**src/verilog/fetch_config.svh**
```systemverilog
`ifndef FETCH_CONFIG_SVH
`define FETCH_CONFIG_SVH

// address and instruction width
`define FETCH_XLEN 32

// first pc fetched after reset
`define FETCH_RESET_PC 32'h0000_0000

// instruction memory size in words
`define FETCH_MEM_DEPTH 256

`endif

```
**src/verilog/fetch_pkg.sv**
```systemverilog
`default_nettype none

`include "fetch_config.svh"

package fetch_pkg;

    // one memory request from either the load port or the pc generator
    // addr is a word address, pc >> 2 for fetches
    typedef struct packed {
        logic                   we;    // set for load port writes
        logic [`FETCH_XLEN-1:0] addr;  // word address
        logic [`FETCH_XLEN-1:0] data;  // write data, unused on reads
    } mem_req_t;

    // registered read response from the instruction memory
    typedef struct packed {
        logic                   valid; // low after a write or an idle cycle
        logic [`FETCH_XLEN-1:0] pc;    // byte pc of the request
        logic [`FETCH_XLEN-1:0] inst;
    } mem_rsp_t;

    // IF/ID register contents seen by decode
    typedef struct packed {
        logic                   valid;
        logic [`FETCH_XLEN-1:0] pc;
        logic [`FETCH_XLEN-1:0] inst;
    } if_id_t;

endpackage

`default_nettype wire

```
**src/verilog/pc_gen.sv**
```systemverilog
`default_nettype none

`include "fetch_config.svh"

module pc_gen (
    input  wire                    clk,
    input  wire                    arst_n,
    input  wire                    fetch_en,        // fetching allowed
    input  wire                    advance,         // granted and not frozen
    input  wire                    redirect,        // branch or jump taken
    input  wire [`FETCH_XLEN-1:0]  redirect_pc,
    output fetch_pkg::mem_req_t    fetch_req,
    output logic                   fetch_req_valid
);
    import fetch_pkg::*;

    logic [`FETCH_XLEN-1:0] pc;
    mem_req_t               rd_req;

    // redirect wins over everything, stall included
    always_ff @(posedge clk or negedge arst_n) begin
        if (!arst_n) begin
            pc <= `FETCH_RESET_PC;
        end else if (redirect) begin
            pc <= redirect_pc;
        end else if (advance) begin
            pc <= pc + `FETCH_XLEN'(4);
        end
    end

    // read of the current pc as a word address
    always_comb begin
        rd_req      = '0;
        rd_req.we   = 1'b0;
        rd_req.addr = {2'b00, pc[`FETCH_XLEN-1:2]};
        rd_req.data = '0;
    end

    assign fetch_req       = rd_req;
    assign fetch_req_valid = fetch_en; // one request per enabled cycle

endmodule

`default_nettype wire

```
**config.mk**
```make
export PLATFORM = sky130hd
export DESIGN_NAME = pc_gen
export DESIGN_NICKNAME = d
export VERILOG_FILES = /design/src/verilog/fetch_pkg.sv /design/src/verilog/pc_gen.sv
export VERILOG_INCLUDE_DIRS = /design/src /design/src/verilog
export SDC_FILE = /design/constraint.sdc
export NUM_CORES = 1
export LEC_CHECK = 0
export BUFFER_PORTS_ARGS = -buffer_cell sky130_fd_sc_hd__buf_2
export CAP_MARGIN = 20
export CELL_PAD_IN_SITES_DETAIL_PLACEMENT = 0
export CELL_PAD_IN_SITES_GLOBAL_PLACEMENT = 1
export CORE_AREA = 2 2 83 85
export DETAILED_ROUTE_END_ITERATION = 10
export DIE_AREA = 0 0 85 87
export GPL_ROUTABILITY_DRIVEN = 0
export PLACE_DENSITY = 0.82
export SYNTH_ARGS = -nofsm -noshare
export SYNTH_HDL_FRONTEND = slang
export SYNTH_SLANG_ARGS = --single-unit
```
**constraint.sdc**
```tcl
create_clock -name clk -period 2.21 [get_ports clk]
set_clock_uncertainty 0.05 [all_clocks]
set_input_delay 0.5525 -clock clk [delete_from_list [all_inputs] [get_ports clk]]
set_output_delay 0.5525 -clock clk [all_outputs]
set_load 0.005 [all_outputs]
```
==> metrics.md <==
| Metric | Value |
|---|---|
| Vias/cell | `between 4 and 5` |
| Core ar. | `6570 um2` |
| Hold-fix buffers, CTS | `0` |
| Number of flops mapped to enable cells by yosys | `0` |
| Slew HR | `roughly 55%` |
| I/O Buffers | `63` |
| Num ports | `just over 100` |
| GRT met1 Usage | `18.4%` |
| Fin nets | `between 300 and 400` |
| Cells after synthesis | `around 240` |
| Final hold violation count | `0` |
| Lkg Pwr | `approximately 1.1 nW` |
| Post-synth top area share | `a little under two fifths` |
| Clk root buf | `clkbuf_8` |
| Grt total ovfl | `0` |
| Origin of the worst setup path | `pc[13]` |
| Crit path capture type | `flip-flop` |
| Max Clk Rate | `between 500 and 600 MHz` |
| Min-Delay Path Class | `primary input to asynchronous set/reset pin` |
| Final core utilization | `a little over a third` |
| Unrepaired setup endpoints after global routing | `no` |
| Initial antenna violation count | `0` |
| Setup TNS | `0 ns` |
| Final non-filler cell total | `~380` |
| Vias in the first global route | `approximately 1.6k` |
| Number of distinct library cells after synthesis | `32` |
| Slew @ Worst Pin | `0.681 ns` |
| Slew Limit Fails | `0` |
| Slowest cell on crit path | `or4_1` |
| Avg Cell Area, Syn | `~8.6 um2` |
| Avg WL per Cell | `around 13 um` |
| Crit-path max cell delay | `just under 0.6 ns` |
| Worst-path cell chain | `and3_1 > nand4_2 > or4_1 > a31oi_1` |
| Area Growth Syn to Fin | `16.2%` |
| Post-synth top flop | `dfrtp_1` |
| Clk buf depth | `2` |
| Cells after DPL | `370` |
| Worst-path clk slew | `about 0.060 ns` |
| CTS resizes | `0` |
| 1st-pass router iterations | `5` |
| Crit path time final | `slightly below 2 ns` |
| Routed Antenna Nets | `0` |
| Arrival time of the worst setup path | `approximately 2.1 ns` |
| CTS tree | `built` |
| Vias | `between 1.5k and 2k` |
| Max reg flops | `30` |
| Worst Path Required | `2.35 ns` |
| # setup viols final | `0` |
| Synth Register Bits | `30` |
| Die Height | `between 80 and 90 um` |
| Starting density of the core | `a little under a third` |
| Total track usage | `13.3%` |
| Worst-Skew Late Latency | `0.27 ns` |
| Top cells by area, synth | `dfrtp_1, buf_4, or4_1` |
| FFs w/ async S/R, synth | `100%` |
| Synth area leader | `dfrtp_1` |
| Fin crit share | `roughly nine tenths` |
| Top Usage Layer GRT | `met2` |
| Initial drt markers | `60` |
| Max_cap viols | `0` |
| Worst VDD drop | `362 uV` |
| Num rows | `30` |
| Register area share after synthesis | `a little under two fifths` |
| Synthesized area | `2030 um2` |
| Met2 Use GR | `21.3%` |
| Met3 Usage GRT | `about 4.0%` |
| Synth warnings | `0` |
| N_diodes | `0` |
| Die W | `roughly 85 um` |
| Cell Pwr Density | `approximately 560 nW/um2` |
| DP Wirelength | `3.72 mm` |
| Total CTS buffers | `5` |
| DRT Wirelength | `slightly below 5 mm` |
| Status | `completed` |
| Die area | `7400 um2` |
| Top flop regs | `pc (30)` |
| # clock sinks | `30` |
| Worst setup path class | `flip-flop to flip-flop` |
| CP Max Fanout | `16` |
| Post-CTS Setup Bufs | `0` |
| H-tree depth | `2` |
| First-pass GRT wire length | `approximately 8 mm` |
| Largest net degree at the start of global routing | `31` |
| DRC | `0` |
| Crit start category | `flip-flop` |
| RR Startpoint | `pc[13]` |
| Layout cells sized above 1 | `between 20% and 30%` |
| Biggest register | `pc` |
## worst max-delay path, delay by kind of cell (launching register included)
family,cells,cell delay [ns]
flip-flops,1,0.43
AO/OA/AOI/OAI,1,0.18
AND/OR/NAND/NOR,3,1.22
## placed cells by master, fill, tap and decap left out, drive strengths merged
| cell | netlist | final |
|---|---|---|
| buf | 41 | 68 |
| conb | 1 | 35 |
| dfrtp | 30 | 30 |
| nand2 | 27 | 27 |
| nand3 | 18 | 18 |
| o21ai | 15 | 15 |
| or4 | 14 | 14 |
| o31ai | 11 | 11 |
| nor2 | 11 | 11 |
| a31oi | 11 | 11 |
| xnor2 | 7 | 7 |
| xor2 | 7 | 7 |
| nand4 | 7 | 7 |
| clkbuf | 6 | 7 |
| and3 | 6 | 6 |
| and4 | 4 | 4 |
| nor4 | 4 | 4 |
| inv | 3 | 3 |
| o211ai | 3 | 3 |
| clkinv | 1 | 1 |
| and2 | 1 | 1 |
| o21a | 1 | 1 |
| nor3 | 1 | 1 |
| nand2b | 1 | 1 |
| o31a | 1 | 1 |
| or3 | 1 | 1 |
| mux2i | 1 | 1 |
| ha | 1 | 1 |
## kinds of logic after synthesis
| family | Yosys count | share of synthesized area [%] |
|---|---|---|
| DFF | 30 | 37.0 |
| AOI/OAI and AO/OA | 42 | 13.1 |
| adders and majority gates | 1 | 0.617 |
| other | 1 | 0.185 |
| muxes | 1 | 0.494 |
| buffers and inverters | 51 | 17.0 |
| xor gates and xnor gates | 14 | 6.05 |
| and+or+nand+nor | 95 | 25.6 |
## routing by layer
metal | vias to the layer above | share of wire, %
li1 | 904 | -
met1 | 824 | 44
met2 | 88 | 47
met3 | 2 | 9.2
met4 | 0 | 0.12
met5 | - | 0
## power by group
part	internal, W	switching [W]
Combinational	0.000116	0.000133
Sequential	0.000602	0.0000716
Clock	0.000216	0.000192
Total	0.000934	0.000396
## cell usage after synthesis (all sizes together) (7+ instances only)
master	n
a31oi	11
buf	41
dfrtp	30
nand2	27
nand3	18
nand4	7
nor2	11
o21ai	15
o31ai	11
or4	14
xnor2	7
xor2	7
## through the flow
step                instance area, um2  setup WS, ns  power (W)  hold slack (ns)
floorplan                         2160         0.328   0.000850            0.207
global placement                  2280         0.193   0.000928            0.519
detailed placement                2280         0.156   0.000935            0.532
CTS                               2360         0.239    0.00135            0.300
global route                      2360        0.0385    0.00142            0.311
finish                            2360         0.252    0.00133            0.264
## cell type report
class / instances / area [um2]
Clock buffer: 7 / 76.3
Fill cell: 711 / 4210
Inverter: 4 / 15.0
Multi-Input combinational cell: 188 / 1060
Sequential cell: 30 / 751
Tap cell: 80 / 100
Timing Repair Buffer: 68 / 353
## worst paths after layout
kind / cells after the start / slack, ns / endpoint
worst max-delay path: 4 / 0.25 / pc[25]
min in group clk: 3 / 0.43 / pc[8]
worst min register to register: 2 / 0.54 / pc[29]
worst max register to register: 4 / 0.25 / pc[25]
worst min-delay path: 1 / 0.26 / pc[28]
max in group asynchronous: 1 / 1.40 / pc[14]
No activity file was read; power rests on OpenSTA's default activity.
