$ cat src/verilog/fetch_config.svh
`ifndef FETCH_CONFIG_SVH
`define FETCH_CONFIG_SVH

// address and instruction width
`define FETCH_XLEN 32

// first pc fetched after reset
`define FETCH_RESET_PC 32'h0000_0000

// instruction memory size in words
`define FETCH_MEM_DEPTH 256

`endif

$ cat src/verilog/fetch_pkg.sv
`default_nettype none

`include "fetch_config.svh"

package fetch_pkg;

    // one memory request from either the load port or the pc generator
    // addr is a word address, pc >> 2 for fetches
    typedef struct packed {
        logic                   we;    // set for load port writes
        logic [`FETCH_XLEN-1:0] addr;  // word address
        logic [`FETCH_XLEN-1:0] data;  // write data, unused on reads
    } mem_req_t;

    // registered read response from the instruction memory
    typedef struct packed {
        logic                   valid; // low after a write or an idle cycle
        logic [`FETCH_XLEN-1:0] pc;    // byte pc of the request
        logic [`FETCH_XLEN-1:0] inst;
    } mem_rsp_t;

    // IF/ID register contents seen by decode
    typedef struct packed {
        logic                   valid;
        logic [`FETCH_XLEN-1:0] pc;
        logic [`FETCH_XLEN-1:0] inst;
    } if_id_t;

endpackage

`default_nettype wire

$ cat src/verilog/if_id.sv
`default_nettype none

`include "fetch_config.svh"

module if_id (
    input  wire                  clk,
    input  wire                  arst_n,
    input  wire fetch_pkg::mem_rsp_t rsp,
    input  wire                  freeze,
    input  wire                  redirect,  // flush request
    output fetch_pkg::if_id_t    id
);
    import fetch_pkg::*;

    logic                   id_valid;
    logic [`FETCH_XLEN-1:0] id_pc;
    logic [`FETCH_XLEN-1:0] id_inst;
    logic                   drop_pending; // response in flight is stale

    // set by redirect, kept through freeze
    // cleared once the next unfrozen cycle consumes the stale response
    always_ff @(posedge clk or negedge arst_n) begin
        if (!arst_n) begin
            drop_pending <= 1'b0;
        end else if (redirect) begin
            drop_pending <= 1'b1;
        end else if (!freeze) begin
            drop_pending <= 1'b0;
        end
    end

    // order is flush, drop, hold, capture
    always_ff @(posedge clk or negedge arst_n) begin
        if (!arst_n) begin
            id_valid <= 1'b0;
        end else if (redirect) begin
            id_valid <= 1'b0;
        end else if (drop_pending) begin
            id_valid <= 1'b0;       // bubble in place of the stale pc
        end else if (!freeze) begin
            id_valid <= rsp.valid;
        end
    end

    // payload only matters when id_valid is set
    always_ff @(posedge clk) begin
        if (!freeze) begin
            id_pc   <= rsp.pc;
            id_inst <= rsp.inst;
        end
    end

    assign id = if_id_t'{valid: id_valid, pc: id_pc, inst: id_inst};

endmodule

`default_nettype wire

$ cat config.mk
export PLATFORM = sky130hd
export DESIGN_NAME = if_id
export DESIGN_NICKNAME = d
export VERILOG_FILES = /design/src/verilog/fetch_pkg.sv /design/src/verilog/if_id.sv
export VERILOG_INCLUDE_DIRS = /design/src /design/src/verilog
export SDC_FILE = /design/constraint.sdc
export NUM_CORES = 1
export LEC_CHECK = 0
export BUFFER_PORTS_ARGS = -buffer_cell sky130_fd_sc_hd__buf_2
export CORE_ASPECT_RATIO = 0.7
export CORE_MARGIN = 2
export CORE_UTILIZATION = 44
export CTS_CLUSTER_DIAMETER = 80
export DETAILED_ROUTE_END_ITERATION = 10
export GPL_TIMING_DRIVEN = 0
export PLACE_DENSITY = 0.94
export REMOVE_ABC_BUFFERS = 1
export SLEW_MARGIN = 20
export SYNTH_ARGS = -nofsm -noshare
export SYNTH_HDL_FRONTEND = slang
export SYNTH_SLANG_ARGS = --single-unit
$ cat constraint.sdc
create_clock -name clk -period 1.65 [get_ports clk]
set_input_delay 0.33 -clock clk [delete_from_list [all_inputs] [get_ports clk]]
set_output_delay 0.33 -clock clk [all_outputs]
set_load 0.01 [all_outputs]
==> impl_metrics.yaml, run 1 <==
run_status:
  run_status: "finished, final reports clean"
timing:
  final-max-slew-violation-count: 0
  finalClockSkew_ps: 5.38
  layout_worst_path_cycle_share: 0.755
  period_needed_ps: 1250
  max_slew_margin_vs_limit: 0.503
  tns_ps: 0
  final_critical_path_setup_slack_ps: 404
  timing.fmax_mhz: 802
  final-setup-viol-count: 0
  grt_setup_unrepaired: "false"
  report.final.hold_viol_count: 0
  timing_worst_slew_pin_value_ps: 745
yosys:
  netlist.top_cell.by_area: "sky130_fd_sc_hd__edfxtp_1"
  synth_area_per_cell_sq_um: 28.3
  synth-edff-count: 64
  mappedNetlistArea_sq_um: 2010
  synth-warning-count: 0
  post_synth_inst_count: 71
  synth_cell_type_count: 7
  proportion_of_synthesized_chip_area_in_sequential_cells: 0.980
  synth_async_sr_flop_share: 0.0303
  synthTopCellsByCount: "sky130_fd_sc_hd__edfxtp_1 (64), sky130_fd_sc_hd__dfrtp_1 (2)"
  post-synth-top-count-cell: "sky130_fd_sc_hd__edfxtp_1"
  postSynthRegisterBits: 66
  synthDominantCellAreaShare: 0.955
  synth.area.top_cells: "sky130_fd_sc_hd__edfxtp_1 (96%), sky130_fd_sc_hd__dfrtp_1 (2.5%), sky130_fd_sc_hd__mux2i_1 (0.50%)"
  synth-main-ff-cell: "sky130_fd_sc_hd__edfxtp_1"
setup_path:
  startpoint_type: "flip-flop"
  cp-end-kind: "primary output"
  cp_top_family: "flip-flops"
  worst_ep_arrival_time_ps: 920
  cell_breakdown_of_the_critical_path: "buf_2"
  critical_path.n_buffers_inverters: 1
  critPathKind: "flip-flop to primary output"
  startpoint: "id_pc[15]$_DFFE_PN_"
  regToRegStartpoint: "drop_pending$_DFFE_PN0P_"
  crit_slowest_cell: "sky130_fd_sc_hd__edfxtp_1"
  cp_slowest_stage_delay_ps: 410
  cp.required_ps: 1320
  timing.critical_path.fanout_max: 1
die:
  fp.dieArea_sq_um: 5140
  die_width_um: 84.8
  std_cell_rows: 20
  core_sq_um: 4380
  top_level_ports: 134
  die-height_um: 60.6
  start_util: 0.459
clocking:
  cts_htree_levels: 3
  postCtsSetupBuffers: 0
  worst_skew_pair_later_pin_latency_ps: 330
  ctsLongestPathBuffers: 2
  root_buffer_master: "sky130_fd_sc_hd__clkbuf_8"
  cts.reportedPaths.clkPinSlew_ps: 80
  cts.sinks: 66
  cts_made_buffers: 9
  cts_hold_repair.buffers: 1
  cts.repair.resized: 0
  tritoncts: "built"
pwr:
  sw_frac_of_total: 0.226
  static_leakage_power_uw: 0.00128
  clock_power_share: 0.346
  power_uw: 3550
  p_per_area_nw_per_um2: 1210
  seq_power_share: 0.567
  power.ir.vdd_worst_v: 0.000857
  power.switching_uw: 803
  power.share.combinational: 0.087
  p_int_uw: 2750
final_layout:
  area_of_all_placed_cells_without_fillers_sq_um: 2940
  antenna_cells_inserted: 0
  drive_gt1_frac: 0.691
  area_growth_syn_to_layout_pct: 46.2
  finish.utilization: 0.672
  final_nets: 284
  layout.filler_cells: 288
global_routing:
  grt_start_max_net_pins: 65
  sum_of_overflow_across_all_layers_after_global_routing: 0
  global_route_wire_length_before_repair_mm: 6.09
  groute.usage.overall: 0.176
  number_of_antenna_violations_at_the_first_check_in_global_routing: 0
  first_global_vias: 1299
placement:
  placement.cell_area_sq_um: 2740
  gpl.final_weighted_congestion: 0.691
  preCtsSetupSlack_ps: 230
  io_buffers: 133
drt:
  postRouteWirelength_mm: 4.42
  routedWlPerCell_um: 16.1
  wl_met2_mm: 2.40
  m1WireLength_mm: 1.36
  first_pass_iters: 4
  drt.antenna.violating_nets: 0
  detailroute.wirelength.met3_um: 571
  drt-initial-drc-count: 40
  vias_per_cell: 4.52
  top_layer: "met4"
  routed-via-count: 1242
  drc: 0
min_path:
  holdCritStartpoint: "rsp[50]"
  hold_class: "input pin to flip-flop"
job:
  cap_violations: 0
-- sequential cells by signal, summed over array words and instances, names as in the netlist --
| signal | count |
|---|---|
| id_inst | 32 |
| id_pc | 32 |
| drop_pending | 1 |
| id_valid | 1 |
-- layout make-up --
| cell class | count | area [sq um] | area share |
|---|---|---|---|
| Sequential cell | 66 | 1970 | 0.670 |
| Clock buffer | 11 | 151 | 0.0515 |
| Clock inverter | 5 | 38.8 | 0.0132 |
| Multi-Input combinational cell | 3 | 28.8 | 0.00978 |
| Timing Repair Buffer | 134 | 676 | 0.230 |
| Tap cell | 55 | 68.8 | 0.0234 |
| Inverter | 1 | 6.26 | 0.00213 |
-- metrics by stage --
stage          instances  hold WS (ps)
4_1_cts              275           143
3_3_place_gp         258           116
6_report             275           164
2_1_floorplan         70          34.4
3_5_place_dp         258           130
5_1_grt              275           134
-- placed cells by master, fill, tap and decap left out, drive strengths merged --
| cell type | count |
|---|---|
| clkinvlp | 4 |
| buf | 133 |
| dlygate4sd3 | 1 |
| clkbuf | 11 |
| a21o | 1 |
| clkinv | 1 |
| mux2i | 1 |
| dfrtp | 2 |
| edfxtp | 64 |
| nor3 | 1 |
| inv | 1 |
-- routing by layer --
metal	vias up	GRT usage
met3	10	0.137
li1	572	-
met5	-	0
met4	0	0.0794
met2	88	0.308
met1	572	0.150
-- logic make-up after synthesis --
logic type / count (synthesis) / share of synthesized area
buffers and inverters: 2 / 0.00560
flip-flops: 66 / 0.980
multiplexers: 1 / 0.00498
AO/OA/AOI/OAI: 1 / 0.00435
AND/OR/NAND/NOR: 1 / 0.00498
-- power by group through the flow --
stage / sequential [uW] / combinational (uW) / clock, uW
global placement: 2050 / 299 / 0
detailed placement: 2050 / 311 / 0
global route: 2030 / 335 / 1340
finish: 2020 / 309 / 1230
floorplan: 2130 / 25.2 / 0
CTS: 2020 / 314 / 1270
-- path summary, 6_finish.rpt --
kind,cells past startpoint,slack [ps],end
setup / recovery,1,400,id[47]
hold / removal,1,160,id_pc[18]$_DFFE_PN_
setup reg to reg,1,920,drop_pending$_DFFE_PN0P_
hold reg to reg,1,480,id_valid$_DFFE_PN0P_
max in group asynchronous,2,1180,id_valid$_DFFE_PN0P_
min in group asynchronous,2,360,drop_pending$_DFFE_PN0P_
(Power assumes the default switching activity.)
==> inputs of run 2 (changes only) <==
--- a/config.mk
+++ b/config.mk
@@ -9,11 +9,11 @@
 export BUFFER_PORTS_ARGS = -buffer_cell sky130_fd_sc_hd__buf_2
 export CORE_ASPECT_RATIO = 0.7
 export CORE_MARGIN = 2
-export CORE_UTILIZATION = 44
+export CORE_UTILIZATION = 37
 export CTS_CLUSTER_DIAMETER = 80
 export DETAILED_ROUTE_END_ITERATION = 10
 export GPL_TIMING_DRIVEN = 0
-export PLACE_DENSITY = 0.94
+export PLACE_DENSITY = 0.85
 export REMOVE_ABC_BUFFERS = 1
 export SLEW_MARGIN = 20
 export SYNTH_ARGS = -nofsm -noshare
==> constraint.sdc (replaced) <==
create_clock -name clk -period 1.1 [get_ports clk]
set_input_delay 0.22 -clock clk [delete_from_list [all_inputs] [get_ports clk]]
set_output_delay 0.22 -clock clk [all_outputs]
set_load 0.01 [all_outputs]
==> run 2 against run 1 <==
Compared with the run above: sequential power increased by 50%; combinational power increased by 52%; register-to-register slack got worse by 670 ps; the flow now finishes with violations (setup timing); power increased by 61%; critical path type unchanged; design area increased by 2.4%; clock-buffer cell count decreased by 2.
==> impl_metrics.yaml, run 2 (synthesis results as in run 1) <==
drt:
  routedWlPerCell_um: 15.6
  routed-via-count: 1254
  drt-initial-drc-count: 60
  first_pass_iters: 4
  vias_per_cell: 4.28
  drc: 0
  drt.antenna.violating_nets: 0
  postRouteWirelength_mm: 4.58
placement:
  preCtsSetupSlack_ps: -228
  io_buffers: 133
  placement.cell_area_sq_um: 2760
  hpwlAfterDp_mm: 3.25
  gpl.final_weighted_congestion: 0.688
  dp_cells: 275
global_routing:
  number_of_antenna_violations_at_the_first_check_in_global_routing: 0
  global_route_wire_length_before_repair_mm: 6.46
  grt_start_max_net_pins: 65
  first_global_vias: 1378
  groute.usage.overall: 0.154
  sum_of_overflow_across_all_layers_after_global_routing: 0
timing:
  timing_worst_slew_pin_value_ps: 758
  period_needed_ps: 1100
  final-setup-viol-count: 1
  max_slew_margin_vs_limit: 0.495
  final_critical_path_setup_slack_ps: -0.748
  grt_setup_unrepaired: "true"
  final-max-slew-violation-count: 0
  timing.fmax_mhz: 908
  finalClockSkew_ps: 0.0208
  layout_worst_path_cycle_share: 1.00
  report.final.hold_viol_count: 0
final_layout:
  area_of_all_placed_cells_without_fillers_sq_um: 3010
  most_frequent_standard_cell_in_the_layout_excluding_fill_and_tap_cells: "sky130_fd_sc_hd__buf_2"
  register_area_sq_um: 1970
  layout.filler_cells: 442
  layout.cells.non_filler: 293
  drive_gt1_frac: 0.692
  antenna_cells_inserted: 0
  final_nets: 285
  finish.utilization: 0.576
  total_area_of_multi_input_combinational_cells_sq_um: 28.8
  biggestRegsByFlops: "id_inst x32, id_pc x32"
  final_cell_mix: "sky130_fd_sc_hd__buf_2 (132), sky130_fd_sc_hd__edfxtp_1 (64), sky130_fd_sc_hd__clkbuf_8 (9)"
  area_growth_syn_to_layout_pct: 49.7
clocking:
  worst_skew_pair_later_pin_latency_ps: 340
  root_buffer_master: "sky130_fd_sc_hd__clkbuf_8"
  cts.reportedPaths.clkPinSlew_ps: 80
  cts.sinks: 66
  cts_made_buffers: 9
  cts_htree_levels: 3
  tritoncts: "built"
  ctsLongestPathBuffers: 2
die:
  start_util: 0.385
  fp.dieArea_sq_um: 6050
  core_sq_um: 5230
  std_cell_rows: 22
  die_width_um: 92.1
  die-height_um: 65.7
  top_level_ports: 134
setup_path:
  startpoint_type: "flip-flop"
  critPathKind: "flip-flop to primary output"
  cp.required_ps: 880
  cp_top_family: "flip-flops"
  crit_slowest_cell: "sky130_fd_sc_hd__edfxtp_1"
  cell_breakdown_of_the_critical_path: "buf_2"
  cp-end-kind: "primary output"
  worst_ep_arrival_time_ps: 880
  timing.critical_path.fanout_max: 1
  critical_path.n_buffers_inverters: 1
  cp_slowest_stage_delay_ps: 380
job:
  cap_violations: 0
pwr:
  sw_frac_of_total: 0.216
  power.share.combinational: 0.082
  seq_power_share: 0.529
  static_leakage_power_uw: 0.00131
  power_uw: 5720
  p_per_area_nw_per_um2: 1900
  power.ir.vdd_worst_v: 0.00128
  power.switching_uw: 1240
  p_int_uw: 4480
  clock_power_share: 0.389
run_status:
  run_status: "finished, violations left"
  violations_in_the_final_reports: "setup timing"
min_path:
  hold_class: "input pin to flip-flop"
## run 2: cell count changes in the layout (fill, tap and decap cells not counted), sizes merged
cell,change
clkinvlp,-2
inv,+2
clkbuf,-2
bufinv,+2
buf,+1
## run 2: final timing paths
check / start / to / slack (ps) / depth (start not counted)
hold / removal: rsp[52] / id_pc[20]$_DFFE_PN_ / 50 / 1
max in group asynchronous: arst_n / id_valid$_DFFE_PN0P_ / 820 / 2
min in group asynchronous: arst_n / drop_pending$_DFFE_PN0P_ / 180 / 2
hold reg to reg: drop_pending$_DFFE_PN0P_ / id_valid$_DFFE_PN0P_ / 450 / 1
setup / recovery: id_inst[30]$_DFFE_PN_ / id[30] / -0.7 / 1
setup reg to reg: id_valid$_DFFE_PN0P_ / id_valid$_DFFE_PN0P_ / 250 / 3
## run 2: metrics by stage
step	TNS (ps)	hold WS [ps]
final	-0.748	50.6
after global placement	-84650	7.41
after floorplan	-49940	-75.6
after CTS	-179	30.2
after global routing	-719	32.1
after detailed placement	-14430	7.98
## run 2: area by class of cell
type                    instances  area share
repair buffers                135       0.229
flip-flops and latches         66       0.655
inverters                       1     0.00208
clock buffers                   9      0.0411
well taps                      72      0.0299
multi-input cells               3     0.00956
clock inverters                 7      0.0337
## run 2: power by group through the flow
stage	clock, uW	combinational [uW]	sequential (uW)
6_report	2230	471	3020
4_1_cts	2290	476	3030
3_3_place_gp	0	456	3070
2_1_floorplan	0	37.8	3190
3_5_place_dp	0	469	3080
5_1_grt	2380	510	3040
## run 2: per-layer routing
layer / global-route usage / part of all wire / vias up
li1: - / - / 574
met1: 0.149 / 0.35 / 586
met2: 0.252 / 0.50 / 79
met3: 0.107 / 0.13 / 15
met4: 0.0765 / 0.024 / 0
met5: 0 / 0 / -
## run 2: what timing repair did
action	in CTS	in global routing
hold buffers	1	0
buffers inserted	1	0
hold endpoints to repair	2	0
resized for setup	0	1
endpoints found under the setup margin	22	44
## run 2: worst reg2reg max path, cell delays in order, from the launching register on
cell and delay [ps]:
sky130_fd_sc_hd__dfrtp_1 370, sky130_fd_sc_hd__buf_4 130, sky130_fd_sc_hd__mux2i_1 190, sky130_fd_sc_hd__nor3_2 50
==> inputs of run 3 (changes only) <==
--- a/config.mk
+++ b/config.mk
@@ -9,11 +9,12 @@
 export BUFFER_PORTS_ARGS = -buffer_cell sky130_fd_sc_hd__buf_2
 export CORE_ASPECT_RATIO = 0.7
 export CORE_MARGIN = 2
-export CORE_UTILIZATION = 37
+export CORE_UTILIZATION = 38
+export CTS_BUF_LIST = sky130_fd_sc_hd__clkbuf_4 sky130_fd_sc_hd__clkbuf_8
 export CTS_CLUSTER_DIAMETER = 80
 export DETAILED_ROUTE_END_ITERATION = 10
 export GPL_TIMING_DRIVEN = 0
-export PLACE_DENSITY = 0.85
+export PLACE_DENSITY = 0.87
 export REMOVE_ABC_BUFFERS = 1
 export SLEW_MARGIN = 20
 export SYNTH_ARGS = -nofsm -noshare
==> run 3 against run 2 <==
Compared with the run above: largest power group unchanged; combinational power shrank 2%; maximum frequency shrank 1.3%; first-iteration DRC count shrank 20%; cell count grew 0.34%; largest cell class unchanged; clock power grew 9%; the flow still finishes with violations (setup timing); hold slack gained 7.9 ps; critical path type unchanged; register-to-register slack lost 160 ps.
==> impl_metrics.yaml, run 3 (synthesis results as in run 1) <==
run_status:
  run_status: "finished, violations left"
  violations_in_the_final_reports: "setup timing"
placement:
  io_buffers: 133
  gpl.final_weighted_congestion: 0.717
  dp_cells: 275
  preCtsSetupSlack_ps: -216
  hpwlAfterDp_mm: 3.00
setup_path:
  startpoint: "id_pc[1]$_DFFE_PN_"
  setup.reg_to_reg.worst_slack_ps: 90
  worst_ep_arrival_time_ps: 900
  critical_path_depth_in_cells: 1
  regToRegStartpoint: "id_valid$_DFFE_PN0P_"
  cell_breakdown_of_the_critical_path: "buf_2"
  cp.required_ps: 880
  cp-end-kind: "primary output"
  critical_path.n_buffers_inverters: 1
  cp_top_family: "flip-flops"
  critPathKind: "flip-flop to primary output"
  crit_slowest_cell: "sky130_fd_sc_hd__edfxtp_1"
  startpoint_type: "flip-flop"
  cp_slowest_stage_delay_ps: 410
  timing.critical_path.fanout_max: 1
  worstReg2RegEnd: "id_valid$_DFFE_PN0P_"
  rr_worst_depth: 4
min_path:
  hold_class: "input pin to flip-flop"
  worst_hold_path.endpoint: "id_pc[24]$_DFFE_PN_"
  holdCritStartpoint: "rsp[56]"
  min_delay_path_depth: 1
final_layout:
  antenna_cells_inserted: 0
  most_frequent_standard_cell_in_the_layout_excluding_fill_and_tap_cells: "sky130_fd_sc_hd__buf_2"
  biggestRegsByFlops: "id_inst x32, id_pc x32"
  drive_gt1_frac: 0.694
  layout.cells.non_filler: 294
  final_nets: 286
  final_cell_mix: "sky130_fd_sc_hd__buf_2 (133), sky130_fd_sc_hd__edfxtp_1 (64), sky130_fd_sc_hd__clkbuf_8 (9), sky130_fd_sc_hd__bufinv_16 (3)"
  area_growth_syn_to_layout_pct: 50.8
clocking:
  cts_made_buffers: 9
  cts.sinks: 66
  cts.repair.resized: 0
  tritoncts: "built"
  cts_htree_levels: 3
  worst_skew_pair_later_pin_latency_ps: 330
  ctsLongestPathBuffers: 2
  cts.reportedPaths.clkPinSlew_ps: 70
  root_buffer_master: "sky130_fd_sc_hd__clkbuf_8"
global_routing:
  first_global_vias: 1227
  global_route_wire_length_before_repair_mm: 5.91
  groute.usage.overall: 0.143
  sum_of_overflow_across_all_layers_after_global_routing: 0
  grt_start_max_net_pins: 65
  number_of_antenna_violations_at_the_first_check_in_global_routing: 0
timing:
  final-setup-viol-count: 1
  final-max-slew-violation-count: 0
  report.final.hold_viol_count: 0
  max_slew_margin_vs_limit: 0.500
  layout_worst_path_cycle_share: 1.01
  timing_worst_slew_pin_value_ps: 750
  tns_ps: -15.7
  period_needed_ps: 1120
  timing.fmax_mhz: 896
  final_critical_path_setup_slack_ps: -15.7
  finalClockSkew_ps: 0.0320
  grt_setup_unrepaired: "true"
die:
  std_cell_rows: 22
  die_width_um: 91.0
  fp.dieArea_sq_um: 5900
  start_util: 0.389
  die-height_um: 64.9
  core_sq_um: 5170
  top_level_ports: 134
pwr:
  p_per_area_nw_per_um2: 1950
  static_leakage_power_uw: 0.00133
  power.ir.vdd_worst_v: 0.000991
drt:
  drt.antenna.violating_nets: 0
  drt-initial-drc-count: 48
  routed-via-count: 1241
  vias_per_cell: 4.22
  drc: 0
  first_pass_iters: 5
  postRouteWirelength_mm: 4.04
  routedWlPerCell_um: 13.8
job:
  cap_violations: 0
run 3: worst max-delay path by stage:
| stage | endpoint | slack (ps) |
|---|---|---|
| 3_5_place_dp | id_pc[24]$_DFFE_PN_ | -220 |
| 3_3_place_gp | id_inst[10]$_DFFE_PN_ | -1290 |
| 5_1_grt | id[33] | -50 |
| 2_1_floorplan | id_inst[0]$_DFFE_PN_ | -780 |
| 6_report | id[33] | -20 |
| 4_1_cts | id[33] | -40 |
run 3: through the flow:
step	hold WS, ps	util	area [sq um]	power, uW
3_5_place_dp	6.99	0.534	2760	3540
4_1_cts	34.4	0.585	3030	5990
2_1_floorplan	-75.6	-	2000	3230
5_1_grt	24.6	0.586	3030	6140
3_3_place_gp	5.49	0.533	2760	3520
6_report	58.5	0.586	3030	5900
run 3: per-layer routing:
layer	wire, um	global-route usage
met3	505	0.0930
met1	1500	0.152
met4	24	0.0625
met2	2020	0.227
met5	0	0
run 3: final cells by class:
cell class | count | area [sq um]
sequential | 66 | 1970
timing repair buffer | 136 | 691
clock buffer | 10 | 131
inverter | 1 | 6.26
multi-input combinational | 3 | 28.8
fill | 420 | 2140
tap | 72 | 90.1
clock inverter | 6 | 115
run 3: timing repair:
action	CTS	global route
endpoints found under the hold margin	2	0
hold buffers	1	0
endpoints found under the setup margin	7	49
buffers inserted	1	1
run 3: power by group:
group | total [uW] | internal [uW] | switching (uW)
Clock | 2420 | 1540 | 885
Combinational | 461 | 213 | 249
Sequential | 3020 | 2970 | 44.3
